--- src/common/ts_replacer_macros.svh ---
`ifndef TS_REPLACER_MACROS_SVH
`define TS_REPLACER_MACROS_SVH

// host register word
`define TS_DATA_WIDTH 32

// transport packet geometry
`define TS_PACKET_BYTES 188
`define TS_PACKET_WORDS 47
`define TS_SYNC_BYTE 8'h47

// pid table and replacement memory sizes
`define TS_PID_SLOTS 4
`define TS_DATA_GROUPS 2
`define TS_RAM_WORDS (`TS_PACKET_WORDS * `TS_DATA_GROUPS)

`endif

--- src/common/ts_replacer_pkg.sv ---
`include "ts_replacer_macros.svh"

package ts_replacer_pkg;

	typedef logic [12:0] pid_t;

	// field view of one pid table slot as the host writes it
	typedef struct packed {
		logic [14:0] pad_hi;
		logic        enable;
		logic [2:0]  pad_lo;
		pid_t        pid;
	} pid_fields_t;

	// same host word, raw for transfer and decoded for the table
	typedef union packed {
		logic [`TS_DATA_WIDTH-1:0] raw;
		pid_fields_t               fields;
	} pid_cfg_u;

	// position within a packet
	typedef logic [$clog2(`TS_PACKET_BYTES)-1:0] byte_index_t;

	// which stored replacement packet is in use
	typedef logic [$clog2(`TS_DATA_GROUPS)-1:0] group_index_t;

	typedef logic [$clog2(`TS_RAM_WORDS)-1:0] ram_addr_t;

endpackage

--- src/design/replace_data_ram.sv ---
`timescale 1ns/1ps
`include "ts_replacer_macros.svh"

module replace_data_ram (
	input  logic                          clk,
	input  logic                          update_data_request,
	input  logic [`TS_DATA_WIDTH-1:0]     in_data_index,
	input  logic [`TS_DATA_WIDTH-1:0]     in_data,
	input  ts_replacer_pkg::ram_addr_t    word_addr,
	output logic [`TS_DATA_WIDTH-1:0]     word_data,
	input  ts_replacer_pkg::group_index_t byte_group,
	input  ts_replacer_pkg::byte_index_t  byte_index,
	output logic [7:0]                    byte_data
);
	import ts_replacer_pkg::*;

	// byte address over all groups, four byte lanes per word
	localparam int BYTE_ADDR_W = $clog2(`TS_RAM_WORDS * 4);

	logic [`TS_DATA_WIDTH-1:0] mem [`TS_RAM_WORDS];
	logic [BYTE_ADDR_W-1:0]    byte_addr;
	ram_addr_t                 byte_word;
	logic [1:0]                byte_lane;

	always_ff @(posedge clk) begin
		if (update_data_request && (in_data_index < `TS_RAM_WORDS)) begin
			mem[ram_addr_t'(in_data_index)] <= in_data;
		end
	end

	// host side word read
	assign word_data = mem[word_addr];

	// stream side byte read, lane 0 sits in the low byte
	assign byte_addr = BYTE_ADDR_W'(byte_group) * BYTE_ADDR_W'(`TS_PACKET_BYTES)
		+ BYTE_ADDR_W'(byte_index);
	assign byte_word = ram_addr_t'(byte_addr >> 2);
	assign byte_lane = byte_addr[1:0];
	assign byte_data = mem[byte_word][8 * byte_lane +: 8];

endmodule

--- config.mk ---
export PLATFORM = sky130hd
export DESIGN_NAME = replace_data_ram
export DESIGN_NICKNAME = d
export VERILOG_FILES = /design/src/common/ts_replacer_pkg.sv /design/src/design/replace_data_ram.sv
export VERILOG_INCLUDE_DIRS = /design/src /design/src/common
export SDC_FILE = /design/constraint.sdc
export NUM_CORES = 2
export LEC_CHECK = 0
export BUFFER_PORTS_ARGS = -buffer_cell sky130_fd_sc_hd__buf_2
export CAP_MARGIN = 5
export CORE_MARGIN = 2
export CORE_UTILIZATION = 69
export DETAILED_ROUTE_END_ITERATION = 8
export GPL_ROUTABILITY_DRIVEN = 0
export HOLD_SLACK_MARGIN = 0.06
export PLACE_DENSITY_LB_ADDON = 0.15
export SLEW_MARGIN = 20
export SYNTH_ARGS = -nofsm -noshare
export SYNTH_HDL_FRONTEND = slang
export SYNTH_SLANG_ARGS = --single-unit
--- constraint.sdc ---
create_clock -name clk -period 9.35 [get_ports clk]
set_clock_uncertainty 0.1 [all_clocks]
set_input_delay 0 -clock clk [delete_from_list [all_inputs] [get_ports clk]]
set_output_delay 0 -clock clk [all_outputs]
set_load 0.005 [all_outputs]
==> impl_metrics.csv <==
group,metric,value,unit
status,outcome,"completed",
detailed_routing,routedWlPerCell,48.6,microns
global_route,grt_max_degree,120,
global_route,gr-usage-met1,58.4,%
detailed_routing,drc,0,
placement,numPortBuffers,121,
sta,relSlewSlack,11.8,%
clock_tree,tritoncts,"yes",
run,drv_cap,0,
global_route,grt-busiest-layer,"met2",
final_layout,syn2layout_area_growth,10.8,%
critical_path,critPathKind,"in -> out",
die,die_y,454,microns
yosys,yosysWarnings,0,
yosys,avgSynthCellArea,20.6,sq um
yosys,postSynth.asyncResetShare,0,%
yosys,ys_top_cells_by_count,"3008 x edfxtp_1, 1716 x mux4_2, 604 x nand2_1",
min_path,hold_class,"in -> reg",
detailed_routing,num_vias,86200,
global_route,antenna_found_initial,38,
critical_path,crit_arrival,5870,ps
sta,max_freq,0.167,GHz
yosys,syn_inst,6789,
sta,setup_viol,0,
yosys,ys_ff_latch,3008,
die,die_area,0.206,sq mm
final_layout,nNetsFinal,7094,
power_and_ir_drop,leakage,48.2,nW
die,fp.dieW,454,microns
detailed_routing,detail_route.first_pass.iterations,9,
critical_path,crit_fanout,43,
die,initial_utilization,69.2,%
global_route,grt-ovfl-total,0,
final_layout,top_regs,"mem: 3008 flops",
global_route,grt_usage,47.9,%
min_path,worstHoldStart,"in_data_index[20]",
detailed_routing,routed_wl,482000,microns
yosys,synth_area_leaders,"edfxtp_1 65%, mux4_2 28%, nand2_1 1.6%",
yosys,netlist_area,0.140,sq mm
clock_tree,clk_pin_slew,60,ps
clock_tree,cts_max_level,5,
power_and_ir_drop,power,0.0314,W
critical_path,critical-path-slowest-cell,"fa_4",
yosys,yosysTopAreaCellShare,64.7,%
detailed_routing,drt-initial-drc-count,18200,
yosys,synth_edf_count,3008,
final_layout,drive_above_1_share,37.1,%
detailed_routing,ant_nets,0,
min_path,whs_path_depth,8,
die,ios,122,
yosys,synth_top_area_cell,"edfxtp_1",
sta,finalHoldWorstSlack,125,ps
critical_path,worstPathCellList,"buf_2, ha_4, inv_1, fa_4, buf_4, buf_4, mux4_2, nand2_1, a21oi_1, nor2_1, o21ai_0, nor4_1, o211ai_1, buf_2",
critical_path,endpoint_kind,"output pin",
yosys,synth_most_common_cell,"edfxtp_1",
sta,hold_viol_final,0,
clock_tree,cts_buffers,317,
detailed_routing,vias_per_cell,8.68,
final_layout,n_fill_cell,9968,
sta,worst_pin_slew,1320,ps
final_layout,largest_register,"mem",
final_layout,largest_reg_flops,3008,
yosys,synth_nets,6877,
global_route,met3_usage,21.5,%
sta,rsz0062_at_grt,"no",
clock_tree,cts_sinks,3008,
power_and_ir_drop,p_per_area,203,mW/mm^2
global_route,use_met2,68.2,%
sta,fin_tns_setup,0,ps
critical_path,critPathRequiredTime,9250,ps
clock_tree,clock_path_buffers,4,
clock_tree,root_buffer,"clkbuf_16",
die,core,0.202,sq mm
placement,dp.final_hpwl,251000,microns
sta,timing.final.crit_share,63.9,%
min_path,hold_end,"mem[83][16]",
yosys,ys_types,53,
die,rows,165,
sta,final.min_clock_period,5970,ps
global_route,grt_pass1_vias,85500,
yosys,ys_seq_area_share,64.7,%
global_route,grt_pass1_wl,668000,microns
yosys,yosys_most_used_dff,"edfxtp_1",
critical_path,max_stage_delay,1250,ps
sta,report.final.slew_viol_count,0,
clock_tree,cts-resized-gates,0,
power_and_ir_drop,ir_worst_vdd,0.205,mV
critical_path,startpoint_type,"input pin",
-- layer usage --
metal	routed length [microns]	share of wire, %
met5	222	0.046
met4	47000	9.8
met3	90000	19
met2	211000	44
met1	134000	28
-- critical path, delay by kind of cell --
family / cells / cell delay (ps)
AOI/OAI and AO/OA: 3 / 650
adders and majority gates: 2 / 1400
muxes: 1 / 420
buffers and inverters: 5 / 1720
and+or+nand+nor: 3 / 1610
-- metrics by stage --
stage | instances | cell area [sq um] | setup WS, ps | utilization, %
3_3_place_gp | 9308 | 144000 | 3730 | 71.5
4_1_cts | 9903 | 155000 | 3970 | 76.6
5_1_grt | 9906 | 155000 | 3620 | 76.6
3_5_place_dp | 9308 | 144000 | 4000 | 71.5
2_1_floorplan | 6789 | 140000 | 6290 | -
6_report | 9928 | 155000 | 3380 | 76.7
-- logic make-up after synthesis --
group,after synthesis,share of synthesized area (%)
flops,3008,64.7
mux,1844,28.6
simple gates,1104,3.35
buf+inv,536,1.87
compound gates,282,1.33
xor+xnor,9,0.0618
fa+ha+maj,6,0.0591
-- how the worst max path moves through the flow --
stage | startpoint | end | slack (ps) | cells past startpoint
after floorplan | in_data_index[10] | mem[30][0] | 6290 | 7
after global placement | byte_group | byte_data[5] | 3730 | 12
after detailed placement | byte_group | byte_data[5] | 4000 | 10
after CTS | byte_group | byte_data[4] | 3970 | 12
after global routing | byte_group | byte_data[2] | 3620 | 14
final | byte_group | byte_data[2] | 3380 | 14
-- layout by cell type, fill, tap and decap left out, types with 20 or more instances in the layout --
master and instances:
bufinv_16 27, diode_2 24, buf_12 30, a311oi_1 21, a31oi_1 39, nand4_1 21
clkbuf_1 58, o211ai_1 20, nor2_1 75, clkbuf_16 324, mux2i_1 88, buf_4 229
nor2_4 97, clkinv_2 45, clkinv_1 70, edfxtp_1 3008, nand3_1 212, a21oi_1 87
buf_2 114, mux2_2 40, mux4_2 1716, dlygate4sd3_1 50, a211oi_1 24, o21ai_0 23
and3_1 36, nand2_1 604
-- where the power goes --
group          internal [W]  total [W]  leakage [nW]      switching, W
Combinational       0.00158    0.00430          16.4           0.00272
Clock               0.00706     0.0123          4.78           0.00525
Sequential           0.0148     0.0148          27.0  0.00000000000181
Total                0.0235     0.0314          48.2           0.00797
-- area by class of cell --
class / instances / area [sq um] / share of cell area [%]
Sequential cell: 3008 / 90300 / 58.4
Timing Repair Buffer: 429 / 3470 / 2.24
Clock inverter: 163 / 1480 / 0.955
Antenna cell: 24 / 60.1 / 0.0388
Tap cell: 2672 / 3340 / 2.16
Multi-Input combinational cell: 3245 / 47600 / 30.8
Inverter: 5 / 18.8 / 0.0121
Clock buffer: 382 / 8330 / 5.38
-- repair_timing --
action,CTS,global route
setup buffers,0,0
endpoints found under the hold margin,3082,0
setup endpoints to repair,0,0
hold buffers,50,0
Power figures use the tool's default switching activity.
