--- config.mk ---
export PLATFORM = sky130hd
export DESIGN_NAME = packet_position_counter
export DESIGN_NICKNAME = d
export VERILOG_FILES = /design/src/common/ts_replacer_pkg.sv /design/src/ts_rewrite/packet_position_counter.sv
export VERILOG_INCLUDE_DIRS = /design/src /design/src/common
export SDC_FILE = /design/constraint.sdc
export NUM_CORES = 1
export LEC_CHECK = 0
export ABC_AREA = 1
export BUFFER_PORTS_ARGS = -buffer_cell sky130_fd_sc_hd__clkbuf_2
export CAP_MARGIN = 10
export CORE_AREA = 2 2 39 41
export CTS_CLUSTER_DIAMETER = 100
export DETAILED_ROUTE_END_ITERATION = 8
export DIE_AREA = 0 0 41 43
export PLACE_DENSITY_LB_ADDON = 0.3
export SETUP_SLACK_MARGIN = 0.2
export SLEW_MARGIN = 5
export SYNTH_ARGS = -nofsm -noshare
export SYNTH_HDL_FRONTEND = slang
export SYNTH_SLANG_ARGS = --single-unit
--- constraint.sdc ---
create_clock -name clk -period 1.53 [get_ports clk]
set_clock_uncertainty 0.15 [all_clocks]
set_input_delay 0.0765 -clock clk [delete_from_list [all_inputs] [get_ports clk]]
set_output_delay 0.0765 -clock clk [all_outputs]
set_load 0.02 [all_outputs]
--- src/common/ts_replacer_macros.svh ---
`ifndef TS_REPLACER_MACROS_SVH
`define TS_REPLACER_MACROS_SVH

// host register word
`define TS_DATA_WIDTH 32

// transport packet geometry
`define TS_PACKET_BYTES 188
`define TS_PACKET_WORDS 47
`define TS_SYNC_BYTE 8'h47

// pid table and replacement memory sizes
`define TS_PID_SLOTS 4
`define TS_DATA_GROUPS 2
`define TS_RAM_WORDS (`TS_PACKET_WORDS * `TS_DATA_GROUPS)

`endif

--- src/common/ts_replacer_pkg.sv ---
`include "ts_replacer_macros.svh"

package ts_replacer_pkg;

	typedef logic [12:0] pid_t;

	// field view of one pid table slot as the host writes it
	typedef struct packed {
		logic [14:0] pad_hi;
		logic        enable;
		logic [2:0]  pad_lo;
		pid_t        pid;
	} pid_fields_t;

	// same host word, raw for transfer and decoded for the table
	typedef union packed {
		logic [`TS_DATA_WIDTH-1:0] raw;
		pid_fields_t               fields;
	} pid_cfg_u;

	// position within a packet
	typedef logic [$clog2(`TS_PACKET_BYTES)-1:0] byte_index_t;

	// which stored replacement packet is in use
	typedef logic [$clog2(`TS_DATA_GROUPS)-1:0] group_index_t;

	typedef logic [$clog2(`TS_RAM_WORDS)-1:0] ram_addr_t;

endpackage

--- src/ts_rewrite/packet_position_counter.sv ---
`timescale 1ns/1ps
`include "ts_replacer_macros.svh"

module packet_position_counter (
	input  logic                          clk,
	input  logic                          rst_n,
	input  logic                          emit,
	output ts_replacer_pkg::byte_index_t  byte_index,
	output ts_replacer_pkg::group_index_t group_index,
	output logic                          packet_last,
	input  logic                          restart
);
	import ts_replacer_pkg::*;

	logic at_end;

	assign at_end = (byte_index == byte_index_t'(`TS_PACKET_BYTES - 1));
	assign packet_last = emit && at_end;

	always_ff @(posedge clk) begin
		if (!rst_n) begin
			byte_index <= '0;
			group_index <= '0;
		end else begin
			// a new sync decision may land on the last byte of the previous packet
			if (restart || packet_last) begin
				byte_index <= '0;
			end else if (emit) begin
				byte_index <= byte_index + 1'b1;
			end

			if (packet_last) begin
				if (group_index == group_index_t'(`TS_DATA_GROUPS - 1)) begin
					group_index <= '0;
				end else begin
					group_index <= group_index + 1'b1;
				end
			end
		end
	end

endmodule

==> results.json <==
{
  "run_status": "complete, no violations",
  "length_of_the_first_detailed_routing_pass_in_iterations": 4,
  "synth-warning-count": 0,
  "dp_cells": 94,
  "synth_compound_gate_area_share_pct": 5.37,
  "worst_setup_path_end_kind": "output pin",
  "synth-xor-area-share_pct": 5.12,
  "port_buffers": 13,
  "largest_family_of_logic_cells_by_synthesized_area": "simple AND/OR/NAND/NOR gates",
  "max_freq_ghz": 0.726,
  "adder_cell_share_of_the_synthesized_area_pct": 2.44,
  "effective_utilization_at_floorplan_pct": 37.1,
  "wirelength_um": 1090,
  "num_vias": 472,
  "rr_endpoint": "group_index",
  "gpl.final_weighted_congestion": 0.709,
  "crit_family": "flip-flops",
  "post_synth_and_or_nand_nor_area_fraction_pct": 40.5,
  "holdCritPathClass": "in -> reg",
  "synth.ff_latch_count": 9,
  "post_drt_wl_per_cell_um": 10.4,
  "first_global_vias": 407,
  "grt_util_all_layers_pct": 14.6,
  "path_cells": "ha_4 -> nand2_4 -> nor2_4 -> nand2_2 -> inv_2 -> buf_8",
  "setup.reg_to_reg.worst_slack_ns": 0.20,
  "rsz0062_at_grt": "yes",
  "worst_path_max_delay_cell": "sky130_fd_sc_hd__dfxtp_4",
  "clock_path_buffers": 2,
  "timing.rr.start": "byte_index[1]",
  "worst-endpoint-arrival_ns": 1.15,
  "setup-tns-final_ns": 0,
  "finalCoreUtilization_pct": 54.2,
  "die_footprint_mm2": 0.00176,
  "post-route-drc-count": 0,
  "area_growth_syn_to_layout_pct": 46.1,
  "min_path_cells": 4,
  "drt.antenna.violating_nets": 0,
  "clk_latency_ns": 0.27,
  "finalSetupViolations": 0,
  "syn_nets": 71,
  "cp_max_fo": 2,
  "crit_buf_inv": 2,
  "yosys.cell_types.count": 21,
  "power.static_leakage_nw": 0.314,
  "antenna-diode-count": 0,
  "worstHoldStart": "restart",
  "largest_net_degree_at_the_start_of_global_routing": 8,
  "length_in_cells_of_the_worst_reg_to_reg_path": 9,
  "slew_headroom_pct": 85.3,
  "critical_path.startpoint_type": "flip-flop",
  "tightest_slew_ns": 0.220,
  "hold_path_end": "byte_index[1]",
  "final.period_utilization_pct": 90.1,
  "layout-drive-gt1-share_pct": 57.3,
  "post_synth_instance_area_um2": 513,
  "hold_ws_ns": 0.0164,
  "classification_of_the_worst_setup_path": "reg -> out",
  "worst_ep_required_time_ns": 1.30,
  "cts_tree": "done",
  "design.final.nets": 95,
  "cts_max_level": 1,
  "maxcap_viol_count": 0,
  "grt_antenna_before_repair": 0,
  "first_pass_grt_wire_length_um": 1660,
  "count_of_pins_on_the_block_boundary": 14,
  "global_route.overflow_total": 0,
  "synth_sequential_area_ratio_pct": 35.1,
  "vias_per_instance": 4.50,
  "drt_first_iter_violations": 18,
  "fp-row-count": 14,
  "cts.reportedPaths.clkPinSlew_ns": 0.07,
  "chipWidth_um": 41,
  "worst_voltage_drop_across_the_vdd_grid_uv": 314,
  "finalNonFillerCells": 105,
  "slew_viol_final": 0,
  "final_hold_viol_count": 0,
  "crit_path_max_incr_delay_ns": 0.36,
  "final.fill_count": 134,
  "dieHeight_um": 43,
  "post_synth.cell_area_avg_um2": 7.77,
  "netlist_instances": 66,
  "finalCriticalPeriod_ns": 1.38,
  "post_detailed_placement_half_perimeter_wirelength_um": 724,
  "power.density_mw_per_mm2": 623,
  "clk_root_buffer_cell": "sky130_fd_sc_hd__clkbuf_4",
  "tritoncts_num_sinks": 9,
  "design.core.area_mm2": 0.00138,
  "synth.area.mux_share_pct": 1.95,
  "cts_made_buffers": 3
}
==> power breakdown <==
group / internal, mW / switching, mW / total [mW]
registers: 0.232 / 0.00187 / 0.234
clock network: 0.101 / 0.0906 / 0.191
logic: 0.0173 / 0.0239 / 0.0412
total: 0.350 / 0.116 / 0.467
==> how the worst max path moves through the flow <==
stage	slack, ns	end	depth (start not counted)	from
after global routing	0.1	packet_last	6	byte_index[0]
after CTS	0.1	packet_last	6	byte_index[1]
after global placement	0.26	group_index	6	byte_index[0]
after floorplan	0.20	group_index	7	byte_index[1]
after detailed placement	0.23	packet_last	6	byte_index[0]
final	0.15	packet_last	6	byte_index[0]
==> stage by stage <==
step / worst slack [ns] / instance area, um2 / power, mW
global placement: 0.261 / 594 / 0.274
finish: 0.152 / 749 / 0.467
detailed placement: 0.235 / 594 / 0.275
floorplan: 0.205 / 520 / 0.267
CTS: 0.0961 / 699 / 0.466
global route: 0.0959 / 749 / 0.484
==> worst register-to-register path, cell delays in order (launching register included) <==
cell and delay, ns:
sky130_fd_sc_hd__dfxtp_4 0.35, sky130_fd_sc_hd__ha_4 0.16, sky130_fd_sc_hd__nand2_4 0.06, sky130_fd_sc_hd__nor2_4 0.03, sky130_fd_sc_hd__nand2_2 0.07, sky130_fd_sc_hd__inv_2 0.05, sky130_fd_sc_hd__buf_4 0.13, sky130_fd_sc_hd__buf_4 0.12
sky130_fd_sc_hd__nor2_2 0.07, sky130_fd_sc_hd__nor2_1 0.04
==> repair_timing <==
item,4_1_cts,5_1_grt
endpoints found under the hold margin,4,0
pin swaps,4,4
gates cloned,0,0
buffers inserted,6,0
endpoints found under the setup margin,1,9
hold buffers,1,0
gates resized for setup,4,15
==> flip-flops by register name, indices dropped and copies added (netlist names) <==
name         flops
byte_index       8
group_index      1
==> cells by family (layout without fill, tap and decap cells) <==
kind of cell	Yosys count	count (layout)
AOI/OAI and AO/OA	4	4
DFF	9	9
muxes	1	1
adders and majority gates	1	1
and+or+nand+nor	37	37
xor gates and xnor gates	3	3
buffers and inverters	11	34
==> cell usage after synthesis (all sizes together) <==
master	count	area share (%)
mux2i	1	2.0
nand3	4	8.3
xnor2	2	3.4
nor2	13	14
o21ai	1	0.97
buf	1	2.2
xor2	1	1.7
a21oi	3	4.4
inv	10	7.3
nand2	19	17
nand3b	1	1.5
dfxtp	9	35
ha	1	2.4
==> cells in the final DEF (no fill, tap or decap), types with 2 or more instances in the layout <==
master | synthesis | routed
sky130_fd_sc_hd__dfxtp_1 | 9 | 4
sky130_fd_sc_hd__nand2_4 | 1 | 2
sky130_fd_sc_hd__inv_2 | 2 | 2
sky130_fd_sc_hd__nand2_1 | 15 | 14
sky130_fd_sc_hd__nor2_1 | 8 | 3
sky130_fd_sc_hd__nor2_2 | 3 | 6
sky130_fd_sc_hd__nor2_4 | 2 | 4
sky130_fd_sc_hd__dfxtp_4 | 0 | 3
sky130_fd_sc_hd__nand2_2 | 3 | 3
sky130_fd_sc_hd__inv_1 | 8 | 8
sky130_fd_sc_hd__buf_4 | 0 | 6
sky130_fd_sc_hd__a21oi_2 | 2 | 2
sky130_fd_sc_hd__clkbuf_4 | 0 | 3
sky130_fd_sc_hd__dfxtp_2 | 0 | 2
sky130_fd_sc_hd__clkbuf_2 | 0 | 12
sky130_fd_sc_hd__nand3_4 | 1 | 2
==> metal layers <==
layer / routed length [um] / up-vias / track usage (%)
li1: - / 243 / -
met1: 477 / 215 / 18.6
met2: 518 / 10 / 19.1
met3: 46 / 4 / 3.14
met4: 45 / 0 / 14.0
met5: 0 / - / 0
==> final cells by class <==
cell class	instances	area [um2]	area share [%]
Clock buffer	4	26.3	3.51
Inverter	10	37.5	5.01
Multi-Input combinational cell	46	342	45.6
Sequential cell	9	194	25.9
Tap cell	16	20.0	2.67
Timing Repair Buffer	20	130	17.4
Note: power is estimated with default switching activity, not from simulation.
