==> config.mk <==
export PLATFORM = sky130hd
export DESIGN_NAME = readback_pump
export DESIGN_NICKNAME = d
export VERILOG_FILES = /design/src/common/ts_replacer_pkg.sv /design/src/design/readback_pump.sv
export VERILOG_INCLUDE_DIRS = /design/src /design/src/common
export SDC_FILE = /design/constraint.sdc
export NUM_CORES = 1
export LEC_CHECK = 0
export ABC_AREA = 1
export BUFFER_PORTS_ARGS = -buffer_cell sky130_fd_sc_hd__buf_2
export CAP_MARGIN = 20
export CORE_MARGIN = 5
export CORE_UTILIZATION = 46
export DETAILED_ROUTE_END_ITERATION = 10
export HOLD_SLACK_MARGIN = 0.06
export PLACE_DENSITY = 0.91
export RECOVER_POWER = 100
export SLEW_MARGIN = 20
export SYNTH_ARGS = -nofsm -noshare
export SYNTH_HDL_FRONTEND = slang
export SYNTH_SLANG_ARGS = --single-unit
==> constraint.sdc <==
create_clock -name clk -period 1.4 [get_ports clk]
set_input_delay 0.14 -clock clk [delete_from_list [all_inputs] [get_ports clk]]
set_output_delay 0.14 -clock clk [all_outputs]
set_load 0.02 [all_outputs]
==> src/common/ts_replacer_macros.svh <==
`ifndef TS_REPLACER_MACROS_SVH
`define TS_REPLACER_MACROS_SVH

// host register word
`define TS_DATA_WIDTH 32

// transport packet geometry
`define TS_PACKET_BYTES 188
`define TS_PACKET_WORDS 47
`define TS_SYNC_BYTE 8'h47

// pid table and replacement memory sizes
`define TS_PID_SLOTS 4
`define TS_DATA_GROUPS 2
`define TS_RAM_WORDS (`TS_PACKET_WORDS * `TS_DATA_GROUPS)

`endif

==> src/common/ts_replacer_pkg.sv <==
`include "ts_replacer_macros.svh"

package ts_replacer_pkg;

	typedef logic [12:0] pid_t;

	// field view of one pid table slot as the host writes it
	typedef struct packed {
		logic [14:0] pad_hi;
		logic        enable;
		logic [2:0]  pad_lo;
		pid_t        pid;
	} pid_fields_t;

	// same host word, raw for transfer and decoded for the table
	typedef union packed {
		logic [`TS_DATA_WIDTH-1:0] raw;
		pid_fields_t               fields;
	} pid_cfg_u;

	// position within a packet
	typedef logic [$clog2(`TS_PACKET_BYTES)-1:0] byte_index_t;

	// which stored replacement packet is in use
	typedef logic [$clog2(`TS_DATA_GROUPS)-1:0] group_index_t;

	typedef logic [$clog2(`TS_RAM_WORDS)-1:0] ram_addr_t;

endpackage

==> src/design/readback_pump.sv <==
`timescale 1ns/1ps
`include "ts_replacer_macros.svh"

module readback_pump (
	input  logic                       clk,
	input  logic                       rst_n,
	input  logic                       pump_data_request,
	output logic                       pump_data_request_ready,
	output ts_replacer_pkg::ram_addr_t word_addr,
	input  logic [`TS_DATA_WIDTH-1:0]  word_data,
	output logic [`TS_DATA_WIDTH-1:0]  out_data,
	output logic [`TS_DATA_WIDTH-1:0]  out_data_index
);
	import ts_replacer_pkg::*;

	localparam logic PUMP_IDLE = 1'b0;
	localparam logic PUMP_BUSY = 1'b1;

	logic                                 state;
	// one extra count marks the end of the sweep
	logic [$clog2(`TS_RAM_WORDS + 1)-1:0] word_count;

	assign word_addr = ram_addr_t'(word_count);

	always_ff @(posedge clk) begin
		if (!rst_n) begin
			state <= PUMP_IDLE;
			word_count <= '0;
			pump_data_request_ready <= 1'b0;
			out_data <= '0;
			out_data_index <= '0;
		end else begin
			case (state)
				PUMP_IDLE: begin
					if (pump_data_request) begin
						pump_data_request_ready <= 1'b0;
						word_count <= '0;
						state <= PUMP_BUSY;
					end
				end
				PUMP_BUSY: begin
					if (word_count < `TS_RAM_WORDS) begin
						out_data <= word_data;
						out_data_index <= `TS_DATA_WIDTH'(word_count);
						word_count <= word_count + 1'b1;
					end else begin
						// whole memory shown, hand back to host
						pump_data_request_ready <= 1'b1;
						state <= PUMP_IDLE;
					end
				end
				default: state <= PUMP_IDLE;
			endcase
		end
	end

endmodule

==> metrics.md <==
| Metric | Value |
|---|---|
| Final Max Tran Viols | 0 |
| Placed cell areas | 2670 um^2 |
| Synth Area per Inst | between 8 and 9 um^2 |
| Final hold vios | 0 |
| Clk root buf | clkbuf_8 |
| CTS Buf Count | 5 |
| Crit Path Max Fanout | 13 |
| Fmax | 0.777 GHz |
| Delay-heaviest family, CP | flip-flops |
| Post-synthesis sequential area ratio | between 40 and 50% |
| WHS Endpoint | word_addr[5] |
| Clock Tree Buf Depth | 2 |
| Layout cells sized above 1 | 36.8% |
| Area of the die | ~6400 um^2 |
| Clock Sinks | 48 |
| Post-synthesis simple-gate area fraction | between 20 and 25% |
| DP HPWL | between 3 and 4 mm |
| FP Rows | 25 |
| Overall Power | approximately 0.0031 W |
| Fin worst setup slack | 0.113 ns |
| Fin area | around 2800 um^2 |
| Max-cap violation count | 0 |
| Die Span Y | around 80 um |
| Mux contribution to synthesized area | 0% |
| Setup slack on the worst flop-to-flop path | 0.11 ns |
| Area leader, netlist | dfxtp_1 |
| Number of fill cells | 482 |
| Predominant post-synthesis flop cell | dfxtp_1 |
| R2r worst-path depth | 8 |
| Critical R2R Launch | word_addr[6] |
| Total Wirelength | ~5 mm |
| Initial antenna violation count | 0 |
| CTS tree | built |
| Synth cell count leaders | nand2_1, dfxtp_1, nand2_2 |
| Clock skew | 0.00694 ns |
| Aggregate global routing overflow | 0 |
| Clock transition at path regs | about 0.09 ns |
| Synth Area in Compound Gates | about 16% |
| Post-synthesis cell type count | 19 |
| Count of final setup violators | 0 |
| Post-Synth Adder-Cell Area | less than 1% |
| Status | complete, no violations |
| Largest cells by area after synthesis | dfxtp_1, a21oi_2, nand2_1, nand2_2, buf_4 |
| Register area | a little under 1000 um^2 |
| Footprint of the multi-input gates | approximately 1100 um^2 |
| Die Wd | 80.1 um |
| DRC Markers | 0 |
| Crit path kind | register to register |
| Register bit total from synthesis | 48 |
| Crit path buf inv count | 3 |
| CP Data Arrival Time | ~1.5 ns |
| Hold_buf cts | 0 |
| Count leader, synth | nand2_1 |
| Post-Synth XOR/XNOR Area | less than 1% |
| Clk_lat worst skew | about 0.30 ns |
| Nets | around 400 |
| Routability cong. | 0.726 |
| Starting DRT DRC Count | 72 |
| Period utilization | about nine tenths |
| Total number of vias | 1902 |
| Pwr dens | approximately 1100 nW/um^2 |
| Total core area | approximately 4800 um^2 |
| Largest net degree at the start of global routing | 44 |
| Total Routing Usage GR | about 15% |
| Vias in the first global route | 1821 |
| Vias per inst | between 4 and 5 |
| Required @ worst endpoint | 1.64 ns |
| Main combinational cell family by area after synthesis | simple AND/OR/NAND/NOR gates |
| Critical Path Max Stage Delay | approximately 0.37 ns |
| N_diodes | 0 |
| Top Ports | 107 |
| Cells along the critical path | inv_1 -> nor2_2 -> nand3_2 -> nand3_4 -> buf_8 -> buf_12 -> nand2_2 -> a21oi_2 |
| DR WL/cell | roughly 12 um |
| Worst R2R End | out_data[16] |
| Share of the synthesized area in the top cell type | between 40% and 50% |
| Buffers on Ports | between 80 and 90 |
| RSZ-0062 raised after global routing | true |
| Cell Area, Synth | roughly 2300 um^2 |
| Final Util | just under 60% |
| Post-synth EDFFs | 0 |
| Synthesis warning total | 0 |
| Dpl ws | -0.149 ns |
| Leakage power | ~1.1 nW |
| Critical path endpoint category | register |
| Starting Density | a little under half |
| First-pass iteration count of the detailed router | 4 |
| Fin crit period | between 1 and 1.5 ns |
| Gate Count Post-Synth | around 270 |
| Max stage delay cell, worst path | dfxtp_2 |
| First-pass GRT wire length | ~7.8 mm |
| Post-route ant nets | 0 |
| CP Launch Type | register |
| H-tree levels | 2 |
| Ys async rst share | 0% |
| Hold Path Class | primary input to register |
| Hold path cells | 3 |
| HP Start | rst_n |
| Synth-to-Final Area Change | 23.1% |
| Peak supply drop | 0.760 mV |
[state kept, by name, indices dropped and copies added (netlist names)]
| name | count |
|---|---|
| word_addr | 7 |
| pump_data_request_ready | 1 |
| out_data_index | 7 |
| state | 1 |
| out_data | 32 |
[cell usage in the layout, fill, tap and decap left out]
| cell | synthesis | routed |
|---|---|---|
| nand2_1 | 69 | 67 |
| dfxtp_1 | 48 | 46 |
| clkbuf_1 | 3 | 46 |
| buf_2 | 8 | 35 |
| nand2_2 | 32 | 34 |
| a21oi_2 | 30 | 30 |
| conb_1 | 1 | 25 |
| a21oi_1 | 17 | 17 |
| nand3_1 | 10 | 10 |
| buf_4 | 25 | 10 |
| inv_1 | 9 | 8 |
| clkbuf_8 | 0 | 7 |
| nor2_1 | 7 | 5 |
| buf_12 | 4 | 3 |
| nor2_2 | 0 | 2 |
| inv_2 | 2 | 2 |
| buf_8 | 0 | 2 |
| dfxtp_2 | 0 | 2 |
| nand3_2 | 2 | 1 |
| nand3_4 | 0 | 1 |
| inv_6 | 0 | 1 |
| o21bai_1 | 1 | 1 |
| xor2_1 | 1 | 1 |
| nor3_1 | 1 | 1 |
| ha_2 | 0 | 1 |
| bufinv_16 | 0 | 1 |
[how the worst max path moves through the flow]
stage / slack (ns) / end / depth (start not counted) / from
after floorplan: 0.02 / out_data[10] / 8 / word_addr[5]
after global placement: -0.05 / out_data[13] / 7 / word_addr[6]
after detailed placement: -0.15 / out_data[6] / 7 / word_addr[6]
after CTS: 0.03 / word_addr[2] / 8 / word_addr[6]
after global routing: -0.008 / word_addr[0] / 7 / word_addr[6]
final: 0.11 / out_data[16] / 8 / word_addr[6]
[where the power goes]
part           internal, W  switching (W)  total, W  leakage [nW]
Sequential         0.00143      0.0000425   0.00147         0.392
Clock             0.000630       0.000458   0.00109        0.0645
Combinational     0.000182       0.000369  0.000551         0.651
[routing by layer]
| layer | vias to the layer above | track usage (%) | wire, um |
|---|---|---|---|
| met4 | 0 | 4.56 | 49 |
| li1 | 979 | - | - |
| met1 | 860 | 16.8 | 2060 |
| met5 | - | 0 | 0 |
| met2 | 59 | 27.1 | 2480 |
| met3 | 4 | 4.60 | 387 |
[layout make-up]
type                       instances  area share (%)
inverter                          11            1.66
multi-input combinational        196            37.8
timing repair buffer              96            18.4
sequential                        48            34.6
tap                               67            3.01
clock inverter                     1            1.08
clock buffer                       7            3.46
[through the flow]
stage / cells / hold slack, ns / setup TNS [ns]
final: 426 / 0.0732 / 0
after global routing: 426 / 0.0644 / -0.0213
after CTS: 425 / 0.0661 / 0
after detailed placement: 417 / 0.392 / -4.55
after global placement: 417 / 0.390 / -1.34
after floorplan: 295 / 0.260 / 0
[logic make-up after synthesis]
| family | Yosys count |
|---|---|
| AOI/OAI and AO/OA | 48 |
| xor gates and xnor gates | 1 |
| buffers and inverters | 51 |
| DFF | 48 |
| and+or+nand+nor | 121 |
| adders and majority gates | 1 |
| other | 1 |
[timing repair]
item                       4_1_cts  5_1_grt
setup endpoints to repair       43       45
setup buffers                    0        1
gates resized for setup          3       11
[worst register-to-register path, stage by stage, from the launching register on]
cell	delay [ns]
dfxtp_2	0.37
inv_1	0.07
nor2_2	0.09
nand3_2	0.10
nand3_4	0.12
buf_8	0.15
buf_12	0.15
nand2_2	0.06
a21oi_2	0.12
Power figures use the tool's default switching activity.
