File: src/common/ts_replacer_macros.svh
`ifndef TS_REPLACER_MACROS_SVH
`define TS_REPLACER_MACROS_SVH

// host register word
`define TS_DATA_WIDTH 32

// transport packet geometry
`define TS_PACKET_BYTES 188
`define TS_PACKET_WORDS 47
`define TS_SYNC_BYTE 8'h47

// pid table and replacement memory sizes
`define TS_PID_SLOTS 4
`define TS_DATA_GROUPS 2
`define TS_RAM_WORDS (`TS_PACKET_WORDS * `TS_DATA_GROUPS)

`endif

File: src/common/ts_replacer_pkg.sv
`include "ts_replacer_macros.svh"

package ts_replacer_pkg;

	typedef logic [12:0] pid_t;

	// field view of one pid table slot as the host writes it
	typedef struct packed {
		logic [14:0] pad_hi;
		logic        enable;
		logic [2:0]  pad_lo;
		pid_t        pid;
	} pid_fields_t;

	// same host word, raw for transfer and decoded for the table
	typedef union packed {
		logic [`TS_DATA_WIDTH-1:0] raw;
		pid_fields_t               fields;
	} pid_cfg_u;

	// position within a packet
	typedef logic [$clog2(`TS_PACKET_BYTES)-1:0] byte_index_t;

	// which stored replacement packet is in use
	typedef logic [$clog2(`TS_DATA_GROUPS)-1:0] group_index_t;

	typedef logic [$clog2(`TS_RAM_WORDS)-1:0] ram_addr_t;

endpackage

File: src/ts_rewrite/header_rewriter.sv
`timescale 1ns/1ps

module header_rewriter (
	input  logic                          clk,
	input  logic                          rst_n,
	input  logic                          emit,
	input  logic                          forwarding,
	input  logic [7:0]                    stage3_data,
	input  logic                          stage3_sync,
	input  logic [7:0]                    ram_byte,
	input  ts_replacer_pkg::byte_index_t  byte_index,
	input  ts_replacer_pkg::group_index_t group_index,
	output logic [7:0]                    ts_out,
	output logic                          ts_out_valid,
	output logic                          ts_out_sync
);
	import ts_replacer_pkg::*;

	logic       first_group;
	logic [7:0] next_byte;

	assign first_group = (group_index == '0);

	always_comb begin
		if (forwarding) begin
			next_byte = stage3_data;
		end else begin
			case (byte_index)
				// pusi follows the group, error and priority bits and pid high kept
				byte_index_t'(1): next_byte = {stage3_data[7], first_group, stage3_data[5:0]};
				// pid low byte
				byte_index_t'(2): next_byte = stage3_data;
				// scrambling and adaptation field control, continuity counter kept
				byte_index_t'(3): next_byte = {(first_group ? 2'b00 : 2'b01), 2'b11,
					stage3_data[3:0]};
				default: next_byte = ram_byte;
			endcase
		end
	end

	always_ff @(posedge clk) begin
		if (!rst_n) begin
			ts_out <= '0;
			ts_out_valid <= 1'b0;
			ts_out_sync <= 1'b0;
		end else begin
			ts_out_valid <= emit;
			if (emit) begin
				ts_out <= next_byte;
				ts_out_sync <= stage3_sync;
			end
		end
	end

endmodule

File: config.mk
export PLATFORM = sky130hd
export DESIGN_NAME = header_rewriter
export DESIGN_NICKNAME = d
export VERILOG_FILES = /design/src/common/ts_replacer_pkg.sv /design/src/ts_rewrite/header_rewriter.sv
export VERILOG_INCLUDE_DIRS = /design/src /design/src/common
export SDC_FILE = /design/constraint.sdc
export NUM_CORES = 1
export LEC_CHECK = 0
export BUFFER_PORTS_ARGS = -buffer_cell sky130_fd_sc_hd__buf_2
export CORE_MARGIN = 2
export CORE_UTILIZATION = 33
export DETAILED_ROUTE_END_ITERATION = 16
export PLACE_DENSITY = 0.72
export SLEW_MARGIN = 10
export SYNTH_ARGS = -nofsm -noshare
export SYNTH_HDL_FRONTEND = slang
export SYNTH_SLANG_ARGS = --single-unit
File: constraint.sdc
create_clock -name clk -period 1.2 [get_ports clk]
set_input_delay 0.24 -clock clk [delete_from_list [all_inputs] [get_ports clk]]
set_output_delay 0.24 -clock clk [all_outputs]
set_load 0.03 [all_outputs]
==> results.toml, run 1 <==
[run_status]
status = "completed"

[drt]
wirelength_mm = 1.265
first_iter_violations = 9
drc_errors = 0
avgRoutedWirePerCell_microns = 10.81
viasPerCell = 4.846
antenna_left = 0
vias = 567
drt_first_pass_iters = 4

[critical_path]
path_max_fanout = 6
cp-end-kind = "register"
reg2reg_from = "ts_out[7]"
r2r_cells = 2
r2r_slack_ps = 570
max_stage_delay_ps = 310
rr_endpoint = "ts_out[7]"
critPathKind = "primary input to register"
start_kind = "primary input"
critPathRequiredTime_ps = 1340
crit_path_cell_trace = "buf_2 > or2_2 > a31oi_4 > mux2i_1 > a21oi_1"
slowest_stage = "or2_2"
critPathArrivalTime_ps = 1250

[timing]
whs_ps = 235.9
finalClockSkew_ps = 0
grt_setup_unrepaired = "no"
fin_ws_ps = 92.88
max_slew_margin_pct = 80.95
post-route-period-util_pct = 92.26
drv_slew = 0
worstMarginPinSlew_ps = 285.7
setup_viol = 0
max_clock_freq_ghz = 0.9032
fin_setup_tns_ps = 0
fin_crit_ps = 1107
hold_violations = 0

[global_routing]
grt_first_pass_wirelength_mm = 2.097
track_usage_pct = 15.03
antenna_found_initial = 0
grt_max_degree = 18
grt_pass1_vias = 512
overflow = 0

[clock_tree]
h-tree-depth = 1
clkTransAtPathRegs_ps = 70
cts-root-buf = "clkbuf_4"
hold_buffers = 0
cts_buffers = 3
insertion_delay_ps = 260
cts_setup_buffers = 0
cts_tree = "done"
cts_sinks = 10
cts_resized = 0
clockBufferDepth = 2

[placed_design]
routabilityCongestion = 0.7217
io_buffer_count = 39
post-place-ws_ps = -192.7
dp_hpwl_mm = 1.030

[logic_synthesis]
synthTopCellsByArea = "dfxtp_1, mux2i_1, o21ai_0"
synth_area_per_cell_sq_um = 9.327
yosys.cell_types.count = 20
syn_nets = 85
ys_seq_elements = 10
synthesis.area_sq_um = 513.0
synth_cells = 55
synth_top_area_cell = "dfxtp_1"
yosysSeqAreaShare_pct = 39.02
yosys_warnings = 0
yosys.area.top_type_share_pct = 39.02

[hold_path]
min_to = "ts_out[7]"
holdPathStages = 3
hold_path.class = "primary input to register"
worstHoldStart = "ram_byte[7]"

[final_layout]
syn_to_final_growth_pct = 56.10
drive_gt1_share_pct = 52.48
final_util_pct = 53.78
num-nets-final = 132
final_cell_mix = "buf_2, dfxtp_1, o21ai_0"
final_common_cell = "buf_2"
antenna_cells = 0
num-fill-cells = 143

[floorplanning]
die_h_microns = 43.43
rows = 14
die_width_microns = 43.43
start_util_pct = 34.45
die-area_sq_um = 1886
num_io_pins = 40
core_sq_um = 1489

[flow_run]
max_cap_viol_count = 0

[pwr]
power_density_nw_per_um2 = 1105
leakagePower_nw = 0.4058
ir_drop_mv = 0.7234
==> report_power, final <==
group | switching (mW) | internal, mW
registers | 0.0101 | 0.356
logic | 0.125 | 0.0964
clock network | 0.114 | 0.184
==> cell usage after synthesis <==
cell type,number
a21oi_1,6
a31oi_1,3
a31oi_4,1
a41o_2,1
and2_1,1
clkbuf_1,2
dfxtp_1,10
inv_1,1
mux2i_1,7
nand2_1,4
nand2b_1,2
nand3_1,1
nor2_1,1
nor2b_1,1
nor4_4,1
o21a_1,1
o21ai_0,8
o31a_1,1
or2_2,1
xor2_1,2
==> flip-flops by register name (all words and copies together), names as in the netlist <==
register,cells
ts_out_sync,1
ts_out,8
ts_out_valid,1
==> worst max-delay path, delay by kind of cell <==
kind                   cells  cell delay [ps]
buffers and inverters      1              100
AOI/OAI and AO/OA          2              370
and+or+nand+nor            1              310
muxes                      1              230
==> how the worst max path moves through the flow <==
stage	startpoint	to	slack, ps	cells past startpoint
floorplan	byte_index[2]	ts_out[7]	-2	4
global placement	byte_index[1]	ts_out[3]	-160	5
detailed placement	byte_index[1]	ts_out[2]	-190	5
CTS	byte_index[1]	ts_out[2]	90	5
global route	byte_index[1]	ts_out[4]	30	6
finish	byte_index[1]	ts_out[2]	90	5
==> area by class of cell <==
class                      count  area [sq um]  area share (%)
inverter                       1         3.754          0.4688
sequential                    10         200.2           25.00
timing repair buffer          44         232.7           29.06
multi-input combinational     42         307.8           38.44
clock buffer                   4         36.28           4.531
tap                           16         20.02           2.500
==> kinds of logic (layout without fill, tap and decap cells) <==
group / count (synthesis) / in the layout / synth area share, %
and+or+nand+nor: 12 / 12 / 14.88
AOI/OAI and AO/OA: 21 / 21 / 26.83
buffers and inverters: 3 / 49 / 2.195
xor gates and xnor gates: 2 / 2 / 3.415
DFF: 10 / 10 / 39.02
muxes: 7 / 7 / 13.66
==> per-stage QoR <==
| step | power [mW] | std cells | area (sq um) |
|---|---|---|---|
| 3_3_place_gp | 0.5905 | 113 | 764.5 |
| 4_1_cts | 0.8957 | 117 | 800.8 |
| 6_report | 0.8846 | 117 | 800.8 |
| 2_1_floorplan | 0.4924 | 55 | 519.2 |
| 3_5_place_dp | 0.5949 | 113 | 764.5 |
| 5_1_grt | 0.9348 | 117 | 800.8 |
==> metal layers <==
metal	vias up	wire [microns]	share of wire, %	GRT usage [%]
li1	295	-	-	-
met1	243	565	45	18.51
met2	29	585	46	23.58
met3	0	115	9.1	5.417
met4	0	0	0	6.667
met5	-	0	0	0
Note: power is estimated with default switching activity, not from simulation.
==> run 2: changes to the inputs <==
--- a/config.mk
+++ b/config.mk
@@ -6,9 +6,10 @@
 export SDC_FILE = /design/constraint.sdc
 export NUM_CORES = 1
 export LEC_CHECK = 0
+export ABC_AREA = 1
 export BUFFER_PORTS_ARGS = -buffer_cell sky130_fd_sc_hd__buf_2
 export CORE_MARGIN = 2
-export CORE_UTILIZATION = 33
+export CORE_UTILIZATION = 35
 export DETAILED_ROUTE_END_ITERATION = 16
 export PLACE_DENSITY = 0.72
 export SLEW_MARGIN = 10
==> run 2 against run 1 <==
  * Total power grew 2.5%
  * Register-to-register slack lost 40 ps
  * Sequential share of layout area shrank 2.7 points
  * Worst hold slack lost 28 ps
  * Critical path type is now register to primary output
  * Largest power group unchanged
==> results.toml, run 2 <==
[timing]
max_clock_freq_ghz = 0.9686
drv_slew = 0
fin_ws_ps = 167.6
worstMarginPinSlew_ps = 218.0
max_slew_margin_pct = 85.31
setup_viol = 0
finalClockSkew_ps = 0
post-route-period-util_pct = 86.03
fin_crit_ps = 1032
hold_violations = 0
grt_setup_unrepaired = "no"

[logic_synthesis]
yosys-top-cells-count = "nand2_1, nor2_1, inv_1"
yosys.area.top_type_share_pct = 31.62
synthesis.area_sq_um = 633.1
yosysSeqAreaShare_pct = 31.62
synth_top_area_cell = "dfxtp_1"
yosys.cell_types.count = 19
synthArstFlopShare_pct = 0
synth_area_per_cell_sq_um = 6.527
synthTopCellsByArea = "dfxtp_1, nand2_1, nor2_1"
ys.flop_type = "dfxtp_1"
ys_seq_elements = 10
yosys_warnings = 0
syn_nets = 127
synth-edff-count = 0
synth_cells = 97
synth_most_common_cell = "nand2_1"

[final_layout]
largest_reg_flops = 8
final_common_cell = "buf_2"
drive_gt1_share_pct = 42.86
top_regs = "ts_out x8, ts_out_sync x1, ts_out_valid x1"
fin_area_sq_um = 898.4
antenna_cells = 0
final_cell_mix = "buf_2, nand2_1, nor2_1"
num-nets-final = 171
syn_to_final_growth_pct = 41.90
num-fill-cells = 176
regMostFlops = "ts_out"

[drt]
drt_first_pass_iters = 4
vias = 722
avgRoutedWirePerCell_microns = 9.042
viasPerCell = 4.376
drc_errors = 0
first_iter_violations = 3
wirelength_mm = 1.492
antenna_left = 0

[floorplanning]
num_io_pins = 40
start_util_pct = 37.07
die_h_microns = 46.53
die-area_sq_um = 2165
core_sq_um = 1708
die_width_microns = 46.53
rows = 15

[placed_design]
routabilityCongestion = 0.7584
dp_hpwl_mm = 1.258
post-place-ws_ps = -92.40
io_buffer_count = 39
post_dp_cell_area_sq_um = 862.1

[hold_path]
min_to = "ts_out_valid"
hold_path.class = "primary input to register"
worstHoldStart = "rst_n"
holdPathStages = 3

[critical_path]
path_max_fanout = 2
slowest_stage = "dfxtp_1"
critPathKind = "register to primary output"
r2r_cells = 2
critPathArrivalTime_ps = 790
crit_start = "ts_out[7]"
crit_path_cell_trace = "buf_2"
start_kind = "register"
reg2reg_from = "ts_out[7]"
max_stage_delay_ps = 330
critPathRequiredTime_ps = 960
rr_endpoint = "ts_out[7]"
cp-end-kind = "primary output"
crit_buf_inv = 1
cp_top_family = "flip-flops"
r2r_slack_ps = 530

[clock_tree]
cts_resized = 0
hold_buffers = 0
cts_tree = "done"
cts_buffers = 3
clkTransAtPathRegs_ps = 70
cts_setup_buffers = 0
cts_sinks = 10
h-tree-depth = 1
clockBufferDepth = 2
insertion_delay_ps = 260
cts-root-buf = "clkbuf_4"

[global_routing]
grt_first_pass_wirelength_mm = 2.408
antenna_found_initial = 0
grt_max_degree = 11
grt_pass1_vias = 631
track_usage_pct = 15.73
overflow = 0

[pwr]
power_density_nw_per_um2 = 1009
ir_drop_mv = 0.6721
leakagePower_nw = 0.5255

[run_status]
status = "completed"

[flow_run]
max_cap_viol_count = 0
-- run 2: cells by family after synthesis --
| family | count (synthesis) | synth area share (%) |
|---|---|---|
| flops | 10 | 31.62 |
| simple gates | 64 | 51.78 |
| compound gates | 8 | 7.511 |
| buf+inv | 15 | 9.090 |
-- run 2: how the worst max path moves through the flow --
| stage | to | slack [ps] | depth (start not counted) |
|---|---|---|---|
| 2_1_floorplan | ts_out[4] | 150 | 10 |
| 3_3_place_gp | ts_out[4] | -50 | 11 |
| 3_5_place_dp | ts_out[4] | -90 | 11 |
| 4_1_cts | ts_out[2] | 150 | 1 |
| 5_1_grt | ts_out[4] | 60 | 11 |
| 6_report | ts_out[7] | 170 | 1 |
-- run 2: area by class of cell --
| type | count | area (sq um) | share of cell area, % |
|---|---|---|---|
| multi-input cells | 72 | 375.4 | 41.78 |
| repair buffers | 40 | 202.7 | 22.56 |
| flip-flops and latches | 10 | 200.2 | 22.28 |
| inverters | 14 | 52.55 | 5.850 |
| clock buffers | 4 | 36.28 | 4.039 |
| well taps | 25 | 31.28 | 3.482 |
-- run 2: power by group --
| group | leakage, nW | switching (mW) | internal, mW |
|---|---|---|---|
| sequential | 0.0831 | 0.00921 | 0.356 |
| clock | 0.0210 | 0.121 | 0.184 |
| combinational | 0.421 | 0.144 | 0.0922 |
-- run 2: per-layer routing --
metal,global-route usage [%],vias up,part of all wire [%]
li1,-,395,-
met1,18.27,309,42
met2,26.39,16,52
met3,5.882,2,4.8
met4,5.143,0,1.0
met5,0,-,0
-- run 2: stage by stage --
| stage | std cells | hold slack (ps) | setup TNS, ps | utilization [%] | power (mW) |
|---|---|---|---|---|---|
| 6_report | 165 | 208.1 | 0 | 52.60 | 0.9064 |
| 5_1_grt | 165 | 207.3 | 0 | 52.60 | 0.9636 |
| 4_1_cts | 165 | 203.9 | 0 | 52.60 | 0.9187 |
| 3_5_place_dp | 161 | 484.9 | -257.3 | 50.48 | 0.6106 |
| 3_3_place_gp | 161 | 476.3 | -101.2 | 50.48 | 0.6057 |
| 2_1_floorplan | 97 | 337.6 | 0 | - | 0.5155 |
